## config.mk

```make
export PLATFORM = sky130hd
export DESIGN_NAME = can_node_top
export DESIGN_NICKNAME = d
export VERILOG_FILES = /design/src/hdl/can_pkg.sv /design/src/hdl/can_reg_port.sv /design/src/hdl/can_tx_sequencer.sv /design/src/hdl/can_rx_assembler.sv /design/src/hdl/can_node_top.sv
export SDC_FILE = /design/constraint.sdc
export NUM_CORES = 1
export LEC_CHECK = 0
export ABC_AREA = 1
export BUFFER_PORTS_ARGS = -buffer_cell sky130_fd_sc_hd__clkbuf_2
export CAP_MARGIN = 0
export CORE_ASPECT_RATIO = 1.1
export CORE_MARGIN = 2
export CORE_UTILIZATION = 35
export CTS_CLUSTER_SIZE = 24
export DETAILED_ROUTE_END_ITERATION = 8
export GPL_TIMING_DRIVEN = 0
export HOLD_SLACK_MARGIN = 0.12
export SLEW_MARGIN = 30
export SYNTH_ARGS = -nofsm -noshare
export SYNTH_HDL_FRONTEND = slang
export SYNTH_SLANG_ARGS = --single-unit
```

## constraint.sdc

```tcl
create_clock -name clock -period 6.03 [get_ports clock]
set_input_delay 0.3015 -clock clock [delete_from_list [all_inputs] [get_ports clock]]
set_output_delay 0.3015 -clock clock [all_outputs]
set_load 0.1 [all_outputs]
```

## src/hdl/can_pkg.sv

```systemverilog
package can_pkg;

  // Controller register map
  localparam logic [4:0] ADDR_TX_ID   = 5'h0C;
  localparam logic [4:0] ADDR_TX_D12  = 5'h0A;
  localparam logic [4:0] ADDR_TX_D34  = 5'h09;
  localparam logic [4:0] ADDR_TX_D56  = 5'h08;
  localparam logic [4:0] ADDR_TX_D78  = 5'h07;
  localparam logic [4:0] ADDR_TX_CTRL = 5'h0D;
  localparam logic [4:0] ADDR_GENERAL = 5'h0E;
  localparam logic [4:0] ADDR_IRQ     = 5'h12;
  localparam logic [4:0] ADDR_RX_ID   = 5'h06;
  localparam logic [4:0] ADDR_RX_D12  = 5'h05;
  localparam logic [4:0] ADDR_RX_D34  = 5'h04;
  localparam logic [4:0] ADDR_RX_D56  = 5'h03;
  localparam logic [4:0] ADDR_RX_D78  = 5'h02;

  localparam logic [15:0] GEN_WORD     = 16'h009C;  // General control setup
  localparam logic [15:0] IRQ_CLR_WORD = 16'h8070;  // Clears pending interrupts
  localparam logic [15:0] TX_REQ_WORD  = 16'h8000;  // Mailbox goes in bits 4:0

  // Symbolic register operations
  typedef enum logic [3:0] {
    OP_GENERAL,
    OP_IRQ_CLR,
    OP_TX_ID,
    OP_TX_D12,
    OP_TX_D34,
    OP_TX_D56,
    OP_TX_D78,
    OP_TX_CTRL,
    OP_RX_ID,
    OP_RX_D12,
    OP_RX_D34,
    OP_RX_D56,
    OP_RX_D78
  } reg_op_e;

  // data[1] is byte 1, in the top bits
  typedef struct packed {
    logic [10:0]     ident;
    logic [1:8][7:0] data;
    logic [4:0]      mailbox;
  } can_tx_msg_t;

  typedef struct packed {
    logic [10:0]     ident;
    logic [1:8][7:0] data;
  } can_rx_msg_t;

  // One register bus request
  typedef struct packed {
    logic [4:0]  addr;
    logic [15:0] wdata;
    logic        write;
  } reg_req_t;

endpackage

```

## src/hdl/can_reg_port.sv

```systemverilog
`timescale 1ns/1ps
module can_reg_port (
  input  logic                 clock,
  input  logic                 arst_n,
  input  can_pkg::reg_op_e     tx_op,
  input  logic                 tx_op_valid,
  input  can_pkg::can_tx_msg_t tx_msg_hold,
  input  can_pkg::reg_op_e     rx_op,
  input  logic                 rx_op_valid,
  input  logic                 bus_ready,
  input  logic [15:0]          bus_rdata,
  output logic                 tx_op_ready,
  output logic                 rx_op_ready,
  output logic [15:0]          op_rdata,
  output can_pkg::reg_req_t    bus_req,
  output logic                 bus_valid
);
  import can_pkg::*;

  logic    hold_active;  // Stalled transfer still owns the bus
  logic    hold_rx;      // Owner of that transfer
  logic    sel_rx;
  reg_op_e op;

  // Receive side wins unless a stalled transfer is in flight
  assign sel_rx      = hold_active ? hold_rx : rx_op_valid;
  assign op          = sel_rx ? rx_op : tx_op;
  assign bus_valid   = sel_rx ? rx_op_valid : tx_op_valid;
  assign tx_op_ready = !sel_rx && bus_ready;
  assign rx_op_ready = sel_rx && bus_ready;
  assign op_rdata    = bus_rdata;  // Same cycle as the handshake

  always_ff @(posedge clock or negedge arst_n) begin
    if (!arst_n) begin
      hold_active <= 1'b0;
      hold_rx     <= 1'b0;
    end else begin
      hold_active <= bus_valid && !bus_ready;
      hold_rx     <= sel_rx;
    end
  end

  // Operation to address and data word
  always_comb begin
    bus_req.addr  = ADDR_GENERAL;
    bus_req.wdata = 16'h0000;
    bus_req.write = 1'b1;
    case (op)
      OP_GENERAL: bus_req.wdata = GEN_WORD;
      OP_IRQ_CLR: begin
        bus_req.addr  = ADDR_IRQ;
        bus_req.wdata = IRQ_CLR_WORD;
      end
      OP_TX_ID: begin
        bus_req.addr  = ADDR_TX_ID;
        bus_req.wdata = {tx_msg_hold.ident, 5'b00000};
      end
      OP_TX_D12: begin
        bus_req.addr  = ADDR_TX_D12;
        bus_req.wdata = {tx_msg_hold.data[1], tx_msg_hold.data[2]};
      end
      OP_TX_D34: begin
        bus_req.addr  = ADDR_TX_D34;
        bus_req.wdata = {tx_msg_hold.data[3], tx_msg_hold.data[4]};
      end
      OP_TX_D56: begin
        bus_req.addr  = ADDR_TX_D56;
        bus_req.wdata = {tx_msg_hold.data[5], tx_msg_hold.data[6]};
      end
      OP_TX_D78: begin
        bus_req.addr  = ADDR_TX_D78;
        bus_req.wdata = {tx_msg_hold.data[7], tx_msg_hold.data[8]};
      end
      OP_TX_CTRL: begin
        bus_req.addr  = ADDR_TX_CTRL;
        bus_req.wdata = TX_REQ_WORD | {11'd0, tx_msg_hold.mailbox};
      end
      OP_RX_ID: begin
        bus_req.addr  = ADDR_RX_ID;
        bus_req.write = 1'b0;
      end
      OP_RX_D12: begin
        bus_req.addr  = ADDR_RX_D12;
        bus_req.write = 1'b0;
      end
      OP_RX_D34: begin
        bus_req.addr  = ADDR_RX_D34;
        bus_req.write = 1'b0;
      end
      OP_RX_D56: begin
        bus_req.addr  = ADDR_RX_D56;
        bus_req.write = 1'b0;
      end
      OP_RX_D78: begin
        bus_req.addr  = ADDR_RX_D78;
        bus_req.write = 1'b0;
      end
      default: bus_req.write = 1'b0;
    endcase
  end

  // Request must hold until the controller takes it
  a_stall_stable: assert property (@(posedge clock) disable iff (!arst_n)
    bus_valid && !bus_ready |=> bus_valid && $stable(bus_req))
    else $error("bus_req changed during a stall");

  a_tx_no_read: assert property (@(posedge clock) disable iff (!arst_n)
    tx_op_valid |-> !(tx_op inside {OP_RX_ID, OP_RX_D12, OP_RX_D34, OP_RX_D56, OP_RX_D78}))
    else $error("sequencer issued a read operation");

endmodule

```

## src/hdl/can_tx_sequencer.sv

```systemverilog
`timescale 1ns/1ps
module can_tx_sequencer (
  input  logic                 clock,
  input  logic                 arst_n,
  input  can_pkg::can_tx_msg_t tx_msg,
  input  logic                 tx_valid,
  input  logic                 op_ready,
  output logic                 tx_ready,
  output can_pkg::reg_op_e     tx_op,
  output logic                 tx_op_valid,
  output can_pkg::can_tx_msg_t tx_msg_hold
);
  import can_pkg::*;

  typedef enum logic [3:0] {
    INIT_GEN,
    INIT_IRQ,
    IDLE,
    SEND_ID,
    SEND_D12,
    SEND_D34,
    SEND_D56,
    SEND_D78,
    SEND_CTRL
  } seq_state_e;

  seq_state_e state;
  seq_state_e state_nxt;
  logic       take_msg;

  assign tx_ready    = (state == IDLE);    // Only after both config writes
  assign tx_op_valid = (state != IDLE);
  assign take_msg    = tx_valid && tx_ready;

  always_comb begin
    case (state)
      INIT_GEN:  tx_op = OP_GENERAL;
      INIT_IRQ:  tx_op = OP_IRQ_CLR;
      SEND_ID:   tx_op = OP_TX_ID;
      SEND_D12:  tx_op = OP_TX_D12;
      SEND_D34:  tx_op = OP_TX_D34;
      SEND_D56:  tx_op = OP_TX_D56;
      SEND_D78:  tx_op = OP_TX_D78;
      SEND_CTRL: tx_op = OP_TX_CTRL;
      default:   tx_op = OP_GENERAL;  // No request in IDLE
    endcase
  end

  // One step per accepted transfer
  always_comb begin
    state_nxt = state;
    case (state)
      INIT_GEN: begin
        if (op_ready) state_nxt = INIT_IRQ;
      end
      INIT_IRQ: begin
        if (op_ready) state_nxt = IDLE;
      end
      IDLE: begin
        if (take_msg) state_nxt = SEND_ID;
      end
      SEND_ID: begin
        if (op_ready) state_nxt = SEND_D12;
      end
      SEND_D12: begin
        if (op_ready) state_nxt = SEND_D34;
      end
      SEND_D34: begin
        if (op_ready) state_nxt = SEND_D56;
      end
      SEND_D56: begin
        if (op_ready) state_nxt = SEND_D78;
      end
      SEND_D78: begin
        if (op_ready) state_nxt = SEND_CTRL;
      end
      SEND_CTRL: begin
        if (op_ready) state_nxt = IDLE;  // tx_ready back next cycle
      end
      default: state_nxt = IDLE;
    endcase
  end

  always_ff @(posedge clock or negedge arst_n) begin
    if (!arst_n) begin
      state <= INIT_GEN;
    end else begin
      state <= state_nxt;
    end
  end

  // Message copy used by the port while the writes run
  always_ff @(posedge clock) begin
    if (take_msg) begin
      tx_msg_hold <= tx_msg;
    end
  end

  // Once a message is taken, no new one until its control write is done
  a_no_ready_busy: assert property (@(posedge clock) disable iff (!arst_n)
    take_msg |=> !tx_ready until_with (tx_op_valid && op_ready && tx_op == OP_TX_CTRL))
    else $error("tx_ready high while a message is still being written");

endmodule

```

## src/hdl/can_rx_assembler.sv

```systemverilog
`timescale 1ns/1ps
module can_rx_assembler (
  input  logic                 clock,
  input  logic                 arst_n,
  input  logic                 rx_pending,
  input  logic                 op_ready,
  input  logic [15:0]          op_rdata,
  input  logic                 rx_ready,
  output can_pkg::reg_op_e     rx_op,
  output logic                 rx_op_valid,
  output can_pkg::can_rx_msg_t rx_msg,
  output logic                 rx_valid
);
  import can_pkg::*;

  typedef enum logic [3:0] {
    IDLE,
    RD_ID,
    RD_D12,
    RD_D34,
    RD_D56,
    RD_D78,
    PRESENT,
    CLEAR,
    WAIT_LOW
  } asm_state_e;

  asm_state_e state;
  asm_state_e state_nxt;
  logic       rd_done;

  assign rx_valid    = (state == PRESENT);
  assign rx_op_valid = state inside {RD_ID, RD_D12, RD_D34, RD_D56, RD_D78, CLEAR};
  assign rd_done     = op_ready && rx_op_valid;

  always_comb begin
    case (state)
      RD_D12:  rx_op = OP_RX_D12;
      RD_D34:  rx_op = OP_RX_D34;
      RD_D56:  rx_op = OP_RX_D56;
      RD_D78:  rx_op = OP_RX_D78;
      CLEAR:   rx_op = OP_IRQ_CLR;
      default: rx_op = OP_RX_ID;
    endcase
  end

  always_comb begin
    state_nxt = state;
    case (state)
      IDLE:     if (rx_pending) state_nxt = RD_ID;
      RD_ID:    if (rd_done) state_nxt = RD_D12;
      RD_D12:   if (rd_done) state_nxt = RD_D34;
      RD_D34:   if (rd_done) state_nxt = RD_D56;
      RD_D56:   if (rd_done) state_nxt = RD_D78;
      RD_D78:   if (rd_done) state_nxt = PRESENT;
      PRESENT:  if (rx_ready) state_nxt = CLEAR;   // Clear only after handoff
      CLEAR:    if (rd_done) state_nxt = WAIT_LOW;
      WAIT_LOW: if (!rx_pending) state_nxt = IDLE; // Level must drop first
      default:  state_nxt = IDLE;
    endcase
  end

  always_ff @(posedge clock or negedge arst_n) begin
    if (!arst_n) begin
      state <= IDLE;
    end else begin
      state <= state_nxt;
    end
  end

  // Read words land in the frame fields
  always_ff @(posedge clock) begin
    if (rd_done) begin
      case (state)
        RD_ID:   rx_msg.ident <= op_rdata[15:5];
        RD_D12:  {rx_msg.data[1], rx_msg.data[2]} <= op_rdata;
        RD_D34:  {rx_msg.data[3], rx_msg.data[4]} <= op_rdata;
        RD_D56:  {rx_msg.data[5], rx_msg.data[6]} <= op_rdata;
        RD_D78:  {rx_msg.data[7], rx_msg.data[8]} <= op_rdata;
        default: ;
      endcase
    end
  end

  a_msg_hold: assert property (@(posedge clock) disable iff (!arst_n)
    rx_valid && !rx_ready |=> rx_valid && $stable(rx_msg))
    else $error("rx_msg changed before the consumer took it");

endmodule

```

## src/hdl/can_node_top.sv

```systemverilog
`timescale 1ns/1ps
module can_node_top (
  input  logic                 clock,
  input  logic                 arst_n,
  input  can_pkg::can_tx_msg_t tx_msg,
  input  logic                 tx_valid,
  input  logic                 rx_ready,
  input  logic                 rx_pending,
  input  logic                 bus_ready,
  input  logic [15:0]          bus_rdata,
  output logic                 tx_ready,
  output can_pkg::can_rx_msg_t rx_msg,
  output logic                 rx_valid,
  output can_pkg::reg_req_t    bus_req,
  output logic                 bus_valid
);
  import can_pkg::*;

  reg_op_e     tx_op;
  logic        tx_op_valid;
  logic        tx_op_ready;
  can_tx_msg_t tx_msg_hold;   // Message under transmission
  reg_op_e     rx_op;
  logic        rx_op_valid;
  logic        rx_op_ready;
  logic [15:0] op_rdata;

  can_tx_sequencer u_tx_seq (
    .clock       (clock),
    .arst_n      (arst_n),
    .tx_msg      (tx_msg),
    .tx_valid    (tx_valid),
    .op_ready    (tx_op_ready),
    .tx_ready    (tx_ready),
    .tx_op       (tx_op),
    .tx_op_valid (tx_op_valid),
    .tx_msg_hold (tx_msg_hold)
  );

  can_rx_assembler u_rx_asm (
    .clock       (clock),
    .arst_n      (arst_n),
    .rx_pending  (rx_pending),
    .op_ready    (rx_op_ready),
    .op_rdata    (op_rdata),
    .rx_ready    (rx_ready),
    .rx_op       (rx_op),
    .rx_op_valid (rx_op_valid),
    .rx_msg      (rx_msg),
    .rx_valid    (rx_valid)
  );

  can_reg_port u_reg_port (
    .clock       (clock),
    .arst_n      (arst_n),
    .tx_op       (tx_op),
    .tx_op_valid (tx_op_valid),
    .tx_msg_hold (tx_msg_hold),
    .rx_op       (rx_op),
    .rx_op_valid (rx_op_valid),
    .bus_ready   (bus_ready),
    .bus_rdata   (bus_rdata),
    .tx_op_ready (tx_op_ready),
    .rx_op_ready (rx_op_ready),
    .op_rdata    (op_rdata),
    .bus_req     (bus_req),
    .bus_valid   (bus_valid)
  );

endmodule

```

* Yosys cells after proc, flatten, opt, wreduce, memory -nomap -nowiden
Memory sizes are Yosys's and may differ from the RTL's. Cells that the tools add are included. W data, S select, Z words.
Storage, ports and cells: register bits 165, ROM bits 48, bits of input ports 102, output and inout bits 100, word-level logic and storage cells 116, memories 1
Memories:
- (name not given) | words 16, bits a word 3, read ports 1, clocked after Yosys merged registers in 0, wr ports 0, line can_tx_sequencer.sv:36 | case (state)
Operators by class: equal/unequal tests 46, muxes and demuxes 26, reduce and logical (&&, ||, !) cells 20
Operators by type and width (count):
- $pmux W16 S8 | 1
- $mux W4 | 18
- $pmux W5 S12 | 1
- $eq A4 B3 Y1 const B | 12
- $pmux W4 S9 | 1
- $pmux W4 S8 | 1
- $eq A4 B4 Y1 const B | 7
- $eq A4 B2 Y1 const B | 6
- $ne A2 B2 Y1 const B | 10
- $pmux W4 S5 | 1
- $ne A2 B1 Y1 const B | 7
- $eq A4 B1 Y1 const B | 3
- $logic_not A4 Y1 | 3
- $reduce_and A2 Y1 | 5
- $reduce_and A9 Y1 | 1
- $reduce_and A8 Y1 | 1
- $reduce_or A8 Y1 | 1
- $reduce_bool A6 Y1 | 1
- $logic_and A1 B1 Y1 | 5
- $ne A4 B2 Y1 const B | 1
- $mux W1 | 3
- $logic_not A1 Y1 | 2
- $reduce_or A2 Y1 | 1

* Longest topological paths before layout
Gate-level depths: netlist of run 1.
word-level depth 7, mapped depth 14, depth with buffers taken out 13

* Cells and area by module
From an unflattened synthesis of run 1, not the netlist that was laid out.
Second synthesis, totals: cell total of the unflattened synthesis 567, area, all modules 6915.4 µm²
By module, submodules not included:
- can_tx_sequencer | instances 1, cells an instance 146, area each 2887.8 µm², seq. area each 2502.4 µm²
- can_rx_assembler | instances 1, cells an instance 146, area each 2645.0 µm², seq. area each 2352.3 µm²
- can_reg_port | instances 1, cells an instance 275, area each 1382.6 µm², seq. area each 50.0 µm²

* Least setup slack after synthesis of run 1
Ideal clock, no wire load.
path kind flip-flop to flip-flop, from register u_tx_seq.state[0], to register u_tx_seq.tx_msg_hold[0] (netlist name), setup time 0.519 ns, data arrival time 5.630 ns, data required time 5.511 ns, path slack -0.119 ns, stages on the path, launching flop included 7, buffers on the path 0, clock period less this slack 6.149 ns, path through dfrtp_1 inv_1 ha_1 inv_1 nor2_1 inv_1 nor2_1
Between the ends: cells in the longest elaborated chain, start to end 2
Ends and longest elaborated chain:
- from (decl) | line can_tx_sequencer.sv:27 | seq_state_e state;
- from (signal assigned) | line can_tx_sequencer.sv:88 | state <= state_nxt;
- $eq A4 B2 Y1 | line can_tx_sequencer.sv:31 | assign tx_ready = (state == IDLE);
- net tx_ready | line can_node_top.sv:11 | output logic tx_ready,
- $logic_and A1 B1 Y1 | line can_tx_sequencer.sv:33 | assign take_msg = tx_valid && tx_ready;
- net u_tx_seq.take_msg | line can_tx_sequencer.sv:29 | logic take_msg;
The timed path passes the listed nets, and every way through them passes these cells. A chain may end at the register's enable or synchronous reset.

==> results of run 1 <==
registers in the layout, summed over array words and instances (netlist names):
register / flops
u_reg_port.hold_active: 1
u_tx_seq.state: 4
u_tx_seq.tx_msg_hold: 80
u_reg_port.hold_rx: 1
u_rx_asm.state: 4
u_rx_asm.rx_msg: 75
through the flow:
step	cell area (sq um)	std cells	worst slack (ps)	hold slack (ps)	utilization
2_1_floorplan	6680	513	1200	5.91	-
3_3_place_gp	8000	961	1460	190	0.423
3_5_place_dp	8160	970	3260	193	0.432
4_1_cts	9670	1094	2780	125	0.512
5_1_grt	9670	1095	2580	125	0.512
6_report	9670	1095	2780	140	0.512
worst max-delay path: cells and delay by family (launching register included):
family          cells  cell delay, ps
compound gates      1             100
fa+ha+maj           1             240
buf+inv             5            1000
flops               1             420
simple gates        8             750
cells in the final DEF, fill, tap and decap left out, types with 2 or more instances in the layout:
cell           Yosys  final
nor2_4             6      7
clkbuf_16          0     17
nand2_1           91     91
and2_1             3      3
ha_1               5      5
nand2_2           10     10
edfxtp_1         155    155
nand2_4            6      6
o21ai_0           12     12
buf_16             0      3
buf_2             11     11
nand4_1           29     29
dlygate4sd3_1      0     92
nor2_2             3      6
inv_1             35     35
inv_2              8      8
a21oi_1            5      5
inv_8              0      7
clkbuf_2           0    201
buf_6              3      6
o31ai_1            2      2
nor2_1            46     42
nor3_2             0      2
buf_4              2      5
dfrtp_1           10     10
o21ai_1            2      2
clkinv_4           0      5
clkinv_8           0      2
nand3_1           54     54
nand3_4            2      2
nor3_1             4      2
final timing paths:
check / slack [ps] / cells past startpoint / end
max: 2780 / 15 / bus_req[5]
min: 140 / 1 / u_rx_asm.rx_msg[58]$_DFFE_PP_
max reg2reg: 3710 / 8 / u_rx_asm.rx_msg[73]$_DFFE_PP_
min reg2reg: 560 / 2 / u_tx_seq.state[1]$_DFFE_PN0P_
max in group asynchronous: 5540 / 2 / u_rx_asm.state[3]$_DFFE_PN0P_
min in group asynchronous: 270 / 2 / u_reg_port.hold_active$_DFF_PN0_
kinds of logic after synthesis:
kind of cell             synth area share
buffers and inverters              0.0406
AND/OR/NAND/NOR                     0.195
flip-flops                          0.734
AO/OA/AOI/OAI                      0.0213
adder cells (fa/ha/maj)           0.00936
area by class of cell:
type                       instances  area [sq um]  area share
clock buffer                      17           425      0.0440
sequential                       165          4900       0.507
antenna                            1          2.50    0.000259
timing repair buffer             302          2070       0.214
multi-input combinational        288          1530       0.158
buffer                            16           104      0.0107
clock inverter                    15           163      0.0168
tap                              247           309      0.0320
inverter                          44           168      0.0173
repair_timing:
item                      in CTS  in global routing
resized for setup              0                  0
hold buffers                  92                  0
hold endpoints to repair     140                  0
routing by layer:
layer  vias up  wire length (microns)
met5         -                      0
met4         0                    370
met3        21                   1290
met2       214                   7960
met1      2276                   7260
li1       2474                      -
==> flow_summary.yaml, run 1 <==
floorplanning:
  die-area_sq_mm: 0.0202
  core-area_sq_mm: 0.0189
  die_y_microns: 149
  rows: 53
  initial_core_util: 0.354
  fp.dieW_microns: 136
  io_pins: 202
timing:
  drv_slew: 0
  worstMarginPinSlew_ps: 585
  fmax_mhz: 308
  rsz0062_at_grt: "false"
  relSlewSlack: 0.609
  skew_ps: 18.8
  setup_violations: 0
  min_period_over_period: 0.539
  setup_tns_ps: 0
  min_period_ps: 3250
  finalHoldViolCount: 0
setup_path:
  start_kind: "register"
  crit_fanout: 10
  crit_type: "reg -> out"
  r2r_start: "u_rx_asm.state[3]$_DFFE_PN0P_"
  arrival_ps: 2950
  max_stage_delay_ps: 480
  critPathCaptureType: "output port"
  crit_chain: "inv_1 > ha_1 > inv_1 > nor2_1 > nand2_1 > o21ai_1 > nand3_4 > nand2_2 > nor2_4 > buf_2 > nand3_1 > nand2_1 > inv_1 > nand2_1 > clkbuf_2"
  cp_slowest_cell: "clkbuf_2"
  worstPathRequired_ps: 5730
  startpoint: "u_tx_seq.state[0]$_DFFE_PN0P_"
cts:
  clk_latency_ps: 430
  cts_buffer_depth: 2
  root_buffer: "clkbuf_16"
  htreeDepth: 4
  path_clk_slew_ps: 70
  cts_tree: "built"
  post_cts_buffers: 0
  cts_buffers: 17
  numClockSinks: 165
detailed_routing:
  route.antenna.remaining_nets: 0
  drt_iter0_markers: 208
  viasPerCell: 4.55
  wl_per_cell_microns: 15.4
  drcViolationCount: 0
  vias: 4985
  finalWirelength_mm: 16.9
  dr.pass1.iters: 4
global_route:
  grt_antenna_before_repair: 1
  grt_busiest_layer: "met2"
  grt_pass1_vias: 4992
  track_usage: 0.169
  gr-usage-met3: 0.0459
  grt_start_max_net_pins: 27
  grt_overflow: 0
  grtUsageMet2: 0.287
  grt_pass1_wl_mm: 25.8
  met1_usage: 0.205
synth:
  synth_flop_cell: "edfxtp_1"
  synth_area_leaders: "edfxtp_1, nand2_1, nand3_1"
  synth.avg_cell_area_sq_um: 13.0
  syn-num-nets: 620
  synth-seq-cells: 165
  ys_warn_count: 0
  synth-edff-count: 155
  synth_top_area_frac: 0.697
  syn_inst: 513
  synthDistinctLibCells: 32
  synthArstFlopShare: 0.0606
  yosys-top-cells-count: "edfxtp_1, nand2_1, nand3_1, nor2_1, inv_1"
  syn_area_sq_mm: 0.00668
  synth.most_common_cell: "edfxtp_1"
  yosys.area.top_type: "edfxtp_1"
  synth_seq_area_share: 0.734
hold_path:
  hp-class: "in -> reg"
  hp-start: "bus_rdata[10]"
run:
  cap_viol_max_count: 0
placed_design:
  gp_congestion: 0.867
  dp_hpwl_mm: 11.8
  portBuffers: 201
finish:
  num-nets-final: 941
  layout-drive-gt1-share: 0.358
  area_delta_synth_final_pct: 44.8
  fillerInstances: 1623
status:
  outcome: "complete, no violations"
Power of run 1 is not shown: default switching activity piles up to over one toggle a cycle in this logic, so the estimate is an artifact.
==> inputs of run 2 (changes only) <==
ABC_AREA = 0   (was 1)
clock period = 3.2 ns   (was 6.03 ns; I/O delays follow)
==> flow_summary.yaml, run 2 <==
status:
  outcome: "complete, no violations"
finish:
  largest_register_ffs: 80
  num-nets-final: 823
  area_delta_synth_final_pct: 51.1
  layout_commonest_cell: "clkbuf_2"
  diodes: 0
  final_area_sq_mm: 0.00966
  layout-drive-gt1-share: 0.403
  top_register: "u_tx_seq.tx_msg_hold"
  fillerInstances: 1430
  final_cells: 967
  final_cell_mix: "clkbuf_2, edfxtp_1, dlygate4sd3_1, nand2_1, mux2i_1"
  top_regs: "u_tx_seq.tx_msg_hold (80), u_rx_asm.rx_msg (75)"
synth:
  synthDistinctLibCells: 59
  synth_area_leaders: "edfxtp_1, dfrtp_1, mux2i_1"
  yosys.area.top_type: "edfxtp_1"
  synthArstFlopShare: 0.0606
  ys_warn_count: 0
  syn_inst: 386
  synth-edff-count: 155
  synth-seq-cells: 165
  synth_top_area_frac: 0.728
  syn-num-nets: 493
  synth.avg_cell_area_sq_um: 16.6
  synth_seq_area_share: 0.767
  yosys-top-cells-count: "edfxtp_1, nand2_1, nor2_1, mux2i_1, o21ai_0"
  synth_flop_cell: "edfxtp_1"
  synth.most_common_cell: "edfxtp_1"
  syn_area_sq_mm: 0.00639
timing:
  min_period_ps: 3070
  skew_ps: 9.18
  min_period_over_period: 0.958
  worstMarginPinSlew_ps: 637
  relSlewSlack: 0.575
  finalHoldWorstSlack_ps: 139
  fmax_mhz: 326
  setup_violations: 0
  setup_tns_ps: 0
  finalHoldViolCount: 0
  drv_slew: 0
cts:
  path_clk_slew_ps: 70
  htreeDepth: 4
  cts_buffers: 17
  cts_buffer_depth: 2
  cts_tree: "built"
  root_buffer: "clkbuf_16"
  numClockSinks: 165
  clk_latency_ps: 420
setup_path:
  cp_common_cell: "buf_6"
  critical_path.top_delay_family: "buffers and inverters"
  critPathCaptureType: "output port"
  cp_slowest_cell: "clkbuf_2"
  crit_type: "reg -> out"
  worstPathRequired_ps: 3040
  crit_fanout: 10
  arrival_ps: 2910
  max_stage_delay_ps: 470
  cp.buffers_inverters: 5
  crit_chain: "buf_6 > xor2_2 > o311ai_4 > buf_12 > inv_4 > buf_6 > a21oi_4 > a31oi_1 > nor2_1 > clkbuf_2"
  start_kind: "register"
global_route:
  grt_overflow: 0
  grt_antenna_before_repair: 0
  grt_pass1_wl_mm: 26.5
  grt_pass1_vias: 4903
  grt_start_max_net_pins: 46
  track_usage: 0.179
detailed_routing:
  wl_per_cell_microns: 17.6
  drcViolationCount: 0
  dr.pass1.iters: 5
  viasPerCell: 4.83
  vias: 4668
  finalWirelength_mm: 17.0
  drt_iter0_markers: 271
  route.antenna.remaining_nets: 0
floorplanning:
  rows: 51
  die_y_microns: 146
  die-area_sq_mm: 0.0194
  fp.dieW_microns: 133
  io_pins: 202
  core-area_sq_mm: 0.0178
  initial_core_util: 0.359
run:
  cap_viol_max_count: 0
placed_design:
  place_area_sq_mm: 0.00784
  portBuffers: 201
  dp_hpwl_mm: 11.2
  place_inst: 833
  gp_congestion: 0.834
hold_path:
  hp-class: "in -> async"
run 2: metrics by stage:
step                       util  setup WS [ps]
after floorplan               -          -14.1
after global placement    0.435          -1370
after detailed placement  0.441           13.7
after CTS                 0.538           2.88
after global routing      0.543          -12.4
final                     0.543            134
run 2: worst paths after layout:
kind                                                from                             to  slack (ps)  cells after the start
setup / recovery           u_rx_asm.state[2]$_DFFE_PN0P_                    bus_req[17]         130                     10
hold / removal                                    arst_n  u_rx_asm.state[2]$_DFFE_PN0P_         140                      2
setup reg to reg           u_rx_asm.state[2]$_DFFE_PN0P_  u_rx_asm.rx_msg[15]$_DFFE_PP_         570                     10
hold reg to reg            u_rx_asm.state[2]$_DFFE_PN0P_  u_rx_asm.state[2]$_DFFE_PN0P_         620                      2
max in group asynchronous                         arst_n  u_tx_seq.state[0]$_DFFE_PN0P_        2830                      2
min in group clock                              tx_valid  u_tx_seq.state[0]$_DFFE_PN0P_         240                      4
run 2: cell families after synthesis:
family,count (synthesis),synth area share
AOI/OAI and AO/OA,77,0.0934
buffers and inverters,20,0.0155
DFF,165,0.767
xor gates and xnor gates,2,0.00392
and+or+nand+nor,94,0.0734
muxes,23,0.0368
adders and majority gates,5,0.00979
run 2: metal layers:
layer	part of all wire	vias to the layer above	GRT usage	wire length (microns)
li1	-	2183	-	-
met2	0.50	243	0.307	8430
met3	0.085	35	0.0578	1440
met5	0	-	0	0
met4	0.023	0	0.0704	391
met1	0.40	2207	0.208	6760
run 2: repair_timing:
action	4_1_cts	5_1_grt
hold buffers	99	0
endpoints found under the setup margin	19	17
setup buffers	0	3
pin swaps	2	3
cloned	0	0
resized for setup	33	16
hold endpoints to repair	167	0
run 2: layout make-up:
class / instances / area [sq um] / area share
Multi-Input combinational cell: 201 / 1520 / 0.158
Tap cell: 238 / 298 / 0.0308
Inverter: 7 / 28.8 / 0.00298
Clock inverter: 15 / 194 / 0.0201
Timing Repair Buffer: 311 / 2210 / 0.229
Sequential cell: 165 / 4910 / 0.508
Clock buffer: 17 / 425 / 0.0440
Buffer: 13 / 78.8 / 0.00816
Power of run 2 is left out for the same reason.
